## src/common/mipsPkg.sv

```systemverilog
package mipsPkg;

  // Primary opcode field, instr[31:26].
  typedef enum logic [5:0] {
    opRType = 6'b000000,
    opJ     = 6'b000010,
    opJal   = 6'b000011,
    opBeq   = 6'b000100,
    opBne   = 6'b000101,
    opAddi  = 6'b001000,
    opAndi  = 6'b001100,
    opLw    = 6'b100011,
    opSw    = 6'b101011
  } opcodeE;

  // Funct field of R-type instructions, instr[5:0].
  typedef enum logic [5:0] {
    fnJr  = 6'b001000,
    fnAdd = 6'b100000,
    fnSub = 6'b100010,
    fnAnd = 6'b100100,
    fnOr  = 6'b100101,
    fnSlt = 6'b101010
  } functE;

  typedef enum logic [2:0] {
    aluAnd = 3'b000,
    aluOr  = 3'b001,
    aluAdd = 3'b010,
    aluSub = 3'b110,
    aluSlt = 3'b111
  } aluOpE;

  typedef enum logic [2:0] {
    fetchReq,
    fetchRelease,
    execute,
    memReq,
    memRelease,
    writeback
  } seqStateE;

  typedef struct packed {
    logic  memToReg;
    logic  memWrite;
    logic  branchNe;
    logic  branchEq;
    logic  aluSrcImm;
    logic  immZeroExt;
    logic  regDst;
    logic  regWrite;
    logic  jump;
    logic  jal;
    logic  jr;
    aluOpE aluOp;
  } ctrlSignals;

  typedef struct packed {
    logic [31:0] addr;
    logic [31:0] wdata;
    logic        write;
  } busReq;

  typedef struct packed {
    logic [31:0] rdata;
  } busResp;

  localparam logic [31:0] resetPc = 32'h0000_0000; // First fetch address.
  localparam logic [31:0] pcStep = 32'd4;
  localparam logic [4:0] linkReg = 5'd31;

endpackage
```

## src/hw/mipsCore.sv

```systemverilog
`timescale 1ns/1ns

module mipsCore (
  input  logic            clk,
  input  logic            reset,
  input  logic            ack,
  input  mipsPkg::busResp memResp,
  output logic            req,
  output mipsPkg::busReq  memReq,
  output logic            retired
);

  mipsPkg::ctrlSignals ctrl;
  mipsPkg::seqStateE   state;
  logic [31:0] instr;
  logic [31:0] mdr;
  logic        irLoad;
  logic        mdrLoad;
  logic        pcAdvance;
  logic        regWe;
  logic        zero;
  logic        memPhase;
  logic [31:0] pc;
  logic [31:0] pcPlus4;
  logic [31:0] rsValue;
  logic [31:0] rtValue;
  logic [31:0] aluB;
  logic [31:0] aluResult;
  logic [31:0] regWdata;
  logic [4:0]  regWaddr;

  cycleSequencer i_cycleSequencer (
    .clk(clk), .reset(reset), .ctrl(ctrl), .ack(ack), .state(state), .req(req),
    .irLoad(irLoad), .mdrLoad(mdrLoad), .pcAdvance(pcAdvance), .regWe(regWe),
    .retired(retired)
  );

  controlDecoder i_controlDecoder (.instr(instr), .ctrl(ctrl));

  pcUnit i_pcUnit (
    .clk(clk), .reset(reset), .pcAdvance(pcAdvance), .instr(instr), .ctrl(ctrl),
    .zero(zero), .rsValue(rsValue), .pc(pc), .pcPlus4(pcPlus4)
  );

  regFile i_regFile (
    .clk(clk), .reset(reset), .we(regWe), .waddr(regWaddr), .wdata(regWdata),
    .raddrA(instr[25:21]), .raddrB(instr[20:16]), .rdataA(rsValue), .rdataB(rtValue)
  );

  alu i_alu (.a(rsValue), .b(aluB), .op(ctrl.aluOp), .result(aluResult), .zero(zero));

  always_ff @(posedge clk) begin
    if (irLoad) instr <= memResp.rdata;
    if (mdrLoad) mdr <= memResp.rdata;
  end

  always_comb begin
    if (!ctrl.aluSrcImm) begin
      aluB = rtValue;
    end else if (ctrl.immZeroExt) begin
      aluB = {16'd0, instr[15:0]};
    end else begin
      aluB = {{16{instr[15]}}, instr[15:0]};
    end
  end

  // jal links to register 31 with the address after itself.
  assign regWaddr = ctrl.jal ? mipsPkg::linkReg : (ctrl.regDst ? instr[15:11] : instr[20:16]);
  assign regWdata = ctrl.jal ? pcPlus4 : (ctrl.memToReg ? mdr : aluResult);

  assign memPhase = (state == mipsPkg::memReq) || (state == mipsPkg::memRelease);

  // Address and data hold steady while the request is up.
  assign memReq.addr = memPhase ? aluResult : pc;
  assign memReq.wdata = rtValue;
  assign memReq.write = memPhase & ctrl.memWrite;

endmodule

```

## src/datapath/alu.sv

```systemverilog
`timescale 1ns/1ns

module alu (
  input  logic [31:0]    a,
  input  logic [31:0]    b,
  input  mipsPkg::aluOpE op,
  output logic [31:0]    result,
  output logic           zero
);

  always_comb begin
    case (op)
      mipsPkg::aluAdd: result = a + b;
      mipsPkg::aluSub: result = a - b;
      mipsPkg::aluAnd: result = a & b;
      mipsPkg::aluOr:  result = a | b;
      mipsPkg::aluSlt: result = {31'd0, $signed(a) < $signed(b)}; // Signed compare.
      default:         result = a + b;
    endcase
  end

  // Branches compare through a subtraction and test this flag.
  assign zero = (result == 32'd0);

endmodule

```

## src/datapath/regFile.sv

```systemverilog
`timescale 1ns/1ns

module regFile (
  input  logic        clk,
  input  logic        reset,
  input  logic        we,
  input  logic [4:0]  waddr,
  input  logic [31:0] wdata,
  input  logic [4:0]  raddrA,
  input  logic [4:0]  raddrB,
  output logic [31:0] rdataA,
  output logic [31:0] rdataB
);

  logic [31:0] regs [32];

  always_ff @(posedge clk) begin
    if (reset) begin
      for (int i = 0; i < 32; i++) begin
        regs[i] <= '0;
      end
    end else if (we && (waddr != 5'd0)) begin
      regs[waddr] <= wdata; // Writes to register 0 are dropped.
    end
  end

  // Reads are combinational.
  assign rdataA = (raddrA == 5'd0) ? 32'd0 : regs[raddrA];
  assign rdataB = (raddrB == 5'd0) ? 32'd0 : regs[raddrB];

endmodule

```

## src/hw/pcUnit.sv

```systemverilog
`timescale 1ns/1ns

module pcUnit (
  input  logic                clk,
  input  logic                reset,
  input  logic                pcAdvance,
  input  logic [31:0]         instr,
  input  mipsPkg::ctrlSignals ctrl,
  input  logic                zero,
  input  logic [31:0]         rsValue,
  output logic [31:0]         pc,
  output logic [31:0]         pcPlus4
);

  logic [31:0] branchTarget;
  logic [31:0] jumpTarget;
  logic        taken;

  assign pcPlus4 = pc + mipsPkg::pcStep;
  assign branchTarget = pcPlus4 + {{14{instr[15]}}, instr[15:0], 2'b00};
  assign jumpTarget = {pcPlus4[31:28], instr[25:0], 2'b00};
  assign taken = (ctrl.branchEq & zero) | (ctrl.branchNe & ~zero);

  always_ff @(posedge clk) begin
    if (reset) begin
      pc <= mipsPkg::resetPc;
    end else if (pcAdvance) begin
      if (ctrl.jr) begin
        pc <= rsValue;
      end else if (ctrl.jump) begin
        pc <= jumpTarget;
      end else if (taken) begin
        pc <= branchTarget;
      end else begin
        pc <= pcPlus4;
      end
    end
  end

endmodule

```

## src/hw/cycleSequencer.sv

```systemverilog
`timescale 1ns/1ns

module cycleSequencer (
  input  logic                clk,
  input  logic                reset,
  input  mipsPkg::ctrlSignals ctrl,
  input  logic                ack,
  output mipsPkg::seqStateE   state,
  output logic                req,
  output logic                irLoad,
  output logic                mdrLoad,
  output logic                pcAdvance,
  output logic                regWe,
  output logic                retired
);

  mipsPkg::seqStateE nextState;
  logic memOp;
  logic lastCycle;

  assign memOp = ctrl.memToReg | ctrl.memWrite;

  always_comb begin
    nextState = state;
    irLoad = 1'b0;
    mdrLoad = 1'b0;
    pcAdvance = 1'b0;
    regWe = 1'b0;
    lastCycle = 1'b0;
    case (state)
      mipsPkg::fetchReq: begin
        irLoad = ack; // Capture on the first cycle ack is seen.
        if (ack) nextState = mipsPkg::fetchRelease;
      end
      mipsPkg::fetchRelease: begin
        if (!ack) nextState = mipsPkg::execute;
      end
      mipsPkg::execute: begin
        pcAdvance = 1'b1;
        regWe = ctrl.regWrite & ~ctrl.memToReg;
        lastCycle = ~memOp;
        nextState = memOp ? mipsPkg::memReq : mipsPkg::fetchReq;
      end
      mipsPkg::memReq: begin
        mdrLoad = ack;
        if (ack) nextState = mipsPkg::memRelease;
      end
      mipsPkg::memRelease: begin
        if (!ack) begin
          lastCycle = ~ctrl.memToReg; // A store ends here.
          nextState = ctrl.memToReg ? mipsPkg::writeback : mipsPkg::fetchReq;
        end
      end
      mipsPkg::writeback: begin
        regWe = 1'b1;
        lastCycle = 1'b1;
        nextState = mipsPkg::fetchReq;
      end
      default: nextState = mipsPkg::fetchReq;
    endcase
  end

  // The request follows the next state, so it stays low right after reset.
  always_ff @(posedge clk) begin
    if (reset) begin
      state <= mipsPkg::fetchReq;
      req <= 1'b0;
      retired <= 1'b0;
    end else begin
      state <= nextState;
      req <= (nextState == mipsPkg::fetchReq) || (nextState == mipsPkg::memReq);
      retired <= lastCycle;
    end
  end

endmodule

```

## src/hw/controlDecoder.sv

```systemverilog
`timescale 1ns/1ns

module controlDecoder (
  input  logic [31:0]         instr,
  output mipsPkg::ctrlSignals ctrl
);

  mipsPkg::opcodeE opcode;
  mipsPkg::functE  funct;

  assign opcode = mipsPkg::opcodeE'(instr[31:26]);
  assign funct = mipsPkg::functE'(instr[5:0]);

  always_comb begin
    ctrl = '0;
    ctrl.aluOp = mipsPkg::aluAdd; // Unknown encodings fall back to this.
    case (opcode)
      mipsPkg::opRType: begin
        case (funct)
          mipsPkg::fnAdd: begin
            ctrl.regWrite = 1'b1;
            ctrl.regDst = 1'b1;
          end
          mipsPkg::fnSub: begin
            ctrl.regWrite = 1'b1;
            ctrl.regDst = 1'b1;
            ctrl.aluOp = mipsPkg::aluSub;
          end
          mipsPkg::fnAnd: begin
            ctrl.regWrite = 1'b1;
            ctrl.regDst = 1'b1;
            ctrl.aluOp = mipsPkg::aluAnd;
          end
          mipsPkg::fnOr: begin
            ctrl.regWrite = 1'b1;
            ctrl.regDst = 1'b1;
            ctrl.aluOp = mipsPkg::aluOr;
          end
          mipsPkg::fnSlt: begin
            ctrl.regWrite = 1'b1;
            ctrl.regDst = 1'b1;
            ctrl.aluOp = mipsPkg::aluSlt;
          end
          mipsPkg::fnJr: ctrl.jr = 1'b1; // No register write for jr.
          default: ;
        endcase
      end
      mipsPkg::opLw: begin
        ctrl.regWrite = 1'b1;
        ctrl.aluSrcImm = 1'b1;
        ctrl.memToReg = 1'b1;
      end
      mipsPkg::opSw: begin
        ctrl.aluSrcImm = 1'b1;
        ctrl.memWrite = 1'b1;
      end
      mipsPkg::opBeq: begin
        ctrl.branchEq = 1'b1;
        ctrl.aluOp = mipsPkg::aluSub;
      end
      mipsPkg::opBne: begin
        ctrl.branchNe = 1'b1;
        ctrl.aluOp = mipsPkg::aluSub;
      end
      mipsPkg::opAddi: begin
        ctrl.regWrite = 1'b1;
        ctrl.aluSrcImm = 1'b1;
      end
      mipsPkg::opAndi: begin
        ctrl.regWrite = 1'b1;
        ctrl.aluSrcImm = 1'b1;
        ctrl.immZeroExt = 1'b1; // Logical immediates are zero extended.
        ctrl.aluOp = mipsPkg::aluAnd;
      end
      mipsPkg::opJ: ctrl.jump = 1'b1;
      mipsPkg::opJal: begin
        ctrl.regWrite = 1'b1;
        ctrl.jump = 1'b1;
        ctrl.jal = 1'b1;
      end
      default: ;
    endcase
  end

endmodule

```

## config.mk

```make
export PLATFORM = sky130hd
export DESIGN_NAME = mipsCore
export DESIGN_NICKNAME = d
export VERILOG_FILES = /design/src/common/mipsPkg.sv /design/src/hw/mipsCore.sv /design/src/datapath/alu.sv /design/src/datapath/regFile.sv /design/src/hw/pcUnit.sv /design/src/hw/cycleSequencer.sv /design/src/hw/controlDecoder.sv
export SDC_FILE = /design/constraint.sdc
export NUM_CORES = 2
export LEC_CHECK = 0
export BUFFER_PORTS_ARGS = -buffer_cell sky130_fd_sc_hd__buf_2
export CAP_MARGIN = 20
export CORE_UTILIZATION = 40
export CTS_BUF_LIST = sky130_fd_sc_hd__clkbuf_4
export DETAILED_ROUTE_END_ITERATION = 16
export PLACE_DENSITY = 0.56
export SETUP_SLACK_MARGIN = 0.4
export SKIP_LAST_GASP = 1
export SYNTH_ARGS = -nofsm -noshare
export SYNTH_HDL_FRONTEND = slang
export SYNTH_SLANG_ARGS = --single-unit
export TNS_END_PERCENT = 20
```

## constraint.sdc

```tcl
create_clock -name clk -period 7.9 [get_ports clk]
set_input_delay 1.58 -clock clk [delete_from_list [all_inputs] [get_ports clk]]
set_output_delay 1.58 -clock clk [all_outputs]
set_load 0.02 [all_outputs]
```

==> results.toml <==
[timing]
max_slew.worst_pin.slew_ns = 1.17
fmax_ghz = 0.120
worst_slew_margin_rel = 0.221
rsz_0062_raised_after_global_routing = "true"
finalCritPeriodShare = 1.05
final_hold_viol_count = 0
finalWorstPathRequiredPeriod_ns = 8.33
fin_worst_hold_slack_ns = 0.419
setup_violations = 23
drv_slew = 0
totalNegativeSetupSlack_ns = -6.32
fin_ws_ns = -0.425
final.setup_skew_ns = 0.174

[route]
drc = 0
ant_nets = 0
wirelength_um = 261000
detail_route.vias_per_cell = 6.26
post_dr_wirelength_cell_um = 33.4
via_count = 48896
detail_route.first_pass.iterations = 6
detail_route.iter0.violations = 6356

[floorplan]
placementRows = 147
fp.dieArea_sq_um = 163000
die_w_um = 404
start_util = 0.403
fp.dieH_um = 404
io_pins = 102
core_region_area_sq_um = 161000

[logic_synthesis]
synth_edf_count = 1088
number_of_synthesis_warnings = 0
synthArstFlopShare = 0
synth.lib_cells_used.distinct = 92
synth_top_cell_area_share = 0.505
post_synth.cell_area_avg_sq_um = 13.1
synth_area_sq_um = 64700
syn_inst = 4928
synth_seq_cells = 1135
synth_sequential_area_ratio = 0.520
synth_top_flop_cell = "sky130_fd_sc_hd__edfxtp_1"
yosysTopAreaCell = "sky130_fd_sc_hd__edfxtp_1"
synth.top_cells.by_area = "sky130_fd_sc_hd__edfxtp_1 (50%), sky130_fd_sc_hd__mux4_2 (22%), sky130_fd_sc_hd__nor2_1 (7.2%)"

[clock_tree]
h-tree-depth = 5
hold_buffers = 0
clock_sink_count = 1135
cts_tree = "yes"
clk_root_buffer_cell = "sky130_fd_sc_hd__clkbuf_4"
clock_slew_at_reported_path_ffs_ns = 0.06
clk_latency_ns = 1.41
clock_tree.buffer_depth = 4
cts_buffers = 328

[global_route]
grtUsageMet2 = 0.496
vias_in_the_first_global_route = 48326
grt_start_max_net_pins = 50
globalRoute.totalOverflow = 0
antenna_found_initial = 17
use_met1 = 0.405
top_usage_layer = "met2"
gr-usage-met3 = 0.0793
grtUsageTotal = 0.317
grt_first_pass_wirelength_um = 362000

[power_and_ir_drop]
sw_frac_of_total = 0.388
vdd.ir_drop.worst_mv = 0.217
combinationalPowerShare = 0.381
p_total_mw = 19.9
power.density_cell_area_nw_per_um2 = 259
switching_power_mw = 7.71
sequentialPowerShare = 0.350
leak_pwr_nw = 28.3
power.share.clock = 0.269
cellInternalPower_mw = 12.1

[worst_setup_path]
cp_slowest_cell = "sky130_fd_sc_hd__mux4_2"
cp_top_family = "compound AO/OA/AOI/OAI gates"
crit_type = "flip-flop to output pin"
critPathMaxStageDelay_ns = 0.63
crit_path_cell_trace = "buf_12 -> buf_12 -> buf_16 -> mux4_2 -> mux4_2 -> mux2i_2 -> nor2_2 -> mux2i_2 -> buf_4 -> ha_1 -> buf_4 -> o221ai_2 -> o2111ai_4 -> o21ba_4 -> o41ai_2 -> xnor2_1 -> a221oi_1 -> buf_4 -> a21oi_1 -> buf_2"
required_ns = 6.32
timing.critical_path.fanout_max = 7
timing.critical_path.from_type = "flip-flop"
crit_path_frequent_cell = "sky130_fd_sc_hd__buf_4"
path_buf_inv = 7
arrival_ns = 6.75
endpoint_kind = "output pin"

[layout]
layout-drive-gt1-share = 0.372
regArea_sq_um = 33600
final_net_count = 5624
relative_area_change_from_synthesis_to_final_layout_pct = 18.6
fin_area_sq_um = 76800
num-fill-cells = 14238
multi_input_area_sq_um = 30600

[placed_design]
gpl.final_weighted_congestion = 0.995
pre_cts_slack_ns = 0.107
postPlaceCellArea_sq_um = 69700
buffer_ports.inserted = 101
dp_hpwl_um = 167000

[status]
outcome = "finished, violations left"
failed_checks = "negative setup slack"

[worst_hold_path]
timing.hold.worst.start = "memResp[7]"
worst_hold_path_type = "input pin to flip-flop"

[job]
drv.max_cap_violation_count = 0
==> cell type report <==
cell class	count	share of cell area
clock buffers	459	0.0449
diodes	7	0.000228
inverters	118	0.00585
well taps	2160	0.0352
repair buffers	609	0.0727
clock inverters	67	0.00412
flip-flops and latches	1135	0.438
multi-input cells	3253	0.399
==> kinds of logic after synthesis <==
group	count (synthesis)	share of synthesized area
AO/OA/AOI/OAI	592	0.0607
XOR/XNOR	74	0.0100
adder cells (fa/ha/maj)	144	0.0282
buffers and inverters	571	0.0336
flip-flops	1135	0.520
multiplexers	760	0.242
other	1	0.0000580
AND/OR/NAND/NOR	1651	0.106
==> layout by cell type, fill, tap and decap left out, drive strengths merged, types with 19 or more instances in the layout <==
cell	Yosys	final
inv	117	120
clkinv	1	61
a211oi	25	25
nor2	1234	1234
clkbuf	374	461
mux2i	72	72
nand4	19	19
nor2b	22	22
buf	79	599
nand2	173	173
nor3	27	27
mux4	640	640
conb	1	32
a311oi	23	23
dfxtp	47	47
o21ai	149	149
xor2	33	33
ha	141	141
nand3	30	30
nand2b	47	47
mux2	48	48
a21o	22	22
o211ai	24	24
xnor2	41	41
a21oi	162	162
edfxtp	1088	1088
==> synth_stat cells (24+ instances only) <==
cell,count
sky130_fd_sc_hd__inv_1,116
sky130_fd_sc_hd__nor2_1,1234
sky130_fd_sc_hd__nand3_1,30
sky130_fd_sc_hd__a211oi_1,24
sky130_fd_sc_hd__mux2_2,48
sky130_fd_sc_hd__ha_1,141
sky130_fd_sc_hd__mux4_2,640
sky130_fd_sc_hd__clkbuf_1,374
sky130_fd_sc_hd__dfxtp_1,47
sky130_fd_sc_hd__a21oi_1,162
sky130_fd_sc_hd__nand2b_1,47
sky130_fd_sc_hd__edfxtp_1,1088
sky130_fd_sc_hd__mux2i_1,72
sky130_fd_sc_hd__xnor2_1,41
sky130_fd_sc_hd__nand2_1,172
sky130_fd_sc_hd__xor2_1,33
sky130_fd_sc_hd__buf_1,65
sky130_fd_sc_hd__o211ai_1,24
sky130_fd_sc_hd__o21ai_0,146
sky130_fd_sc_hd__nor3_1,26
==> state kept, by name (all words and copies together), names as in the netlist, named ones only <==
name,flops
i_regFile.regs,1024
i_pcUnit.pc,32
instr,32
mdr,32
i_cycleSequencer.state,3
i_cycleSequencer.req,1
i_cycleSequencer.retired,1
==> per-layer routing <==
layer | vias up | share of wire
met5 | - | 0.00016
met4 | 6 | 0.063
met3 | 708 | 0.11
met2 | 3224 | 0.46
met1 | 24998 | 0.37
li1 | 19960 | -
==> stage by stage <==
stage | std cells | utilization
6_report | 7808 | 0.478
5_1_grt | 7803 | 0.478
4_1_cts | 7778 | 0.475
3_5_place_dp | 7090 | 0.434
3_3_place_gp | 7089 | 0.434
2_1_floorplan | 4959 | -
==> power groups by stage <==
| stage | sequential [mW] | clock [mW] | combinational, mW |
|---|---|---|---|
| finish | 6.95 | 5.33 | 7.56 |
| global route | 6.97 | 5.70 | 7.80 |
| global placement | 7.07 | 0 | 6.56 |
| CTS | 6.95 | 5.40 | 7.24 |
| detailed placement | 7.08 | 0 | 6.55 |
| floorplan | 6.99 | 0 | 3.71 |
==> path summary, 6_finish.rpt <==
path / endpoint / slack [ns] / depth (start not counted)
max: memReq[51] / -0.43 / 20
min: mdr[7] / 0.42 / 1
max reg2reg: i_pcUnit.pc[12] / 0.21 / 26
min reg2reg: i_pcUnit.pc[11] / 0.54 / 2
==> repair_timing <==
item | in CTS | in global routing
buffers inserted | 148 | 19
cloned | 14 | 1
endpoints found under the setup margin | 55 | 51
pin swaps | 84 | 33
gates resized for setup | 281 | 46
Note: power is estimated with default switching activity, not from simulation.
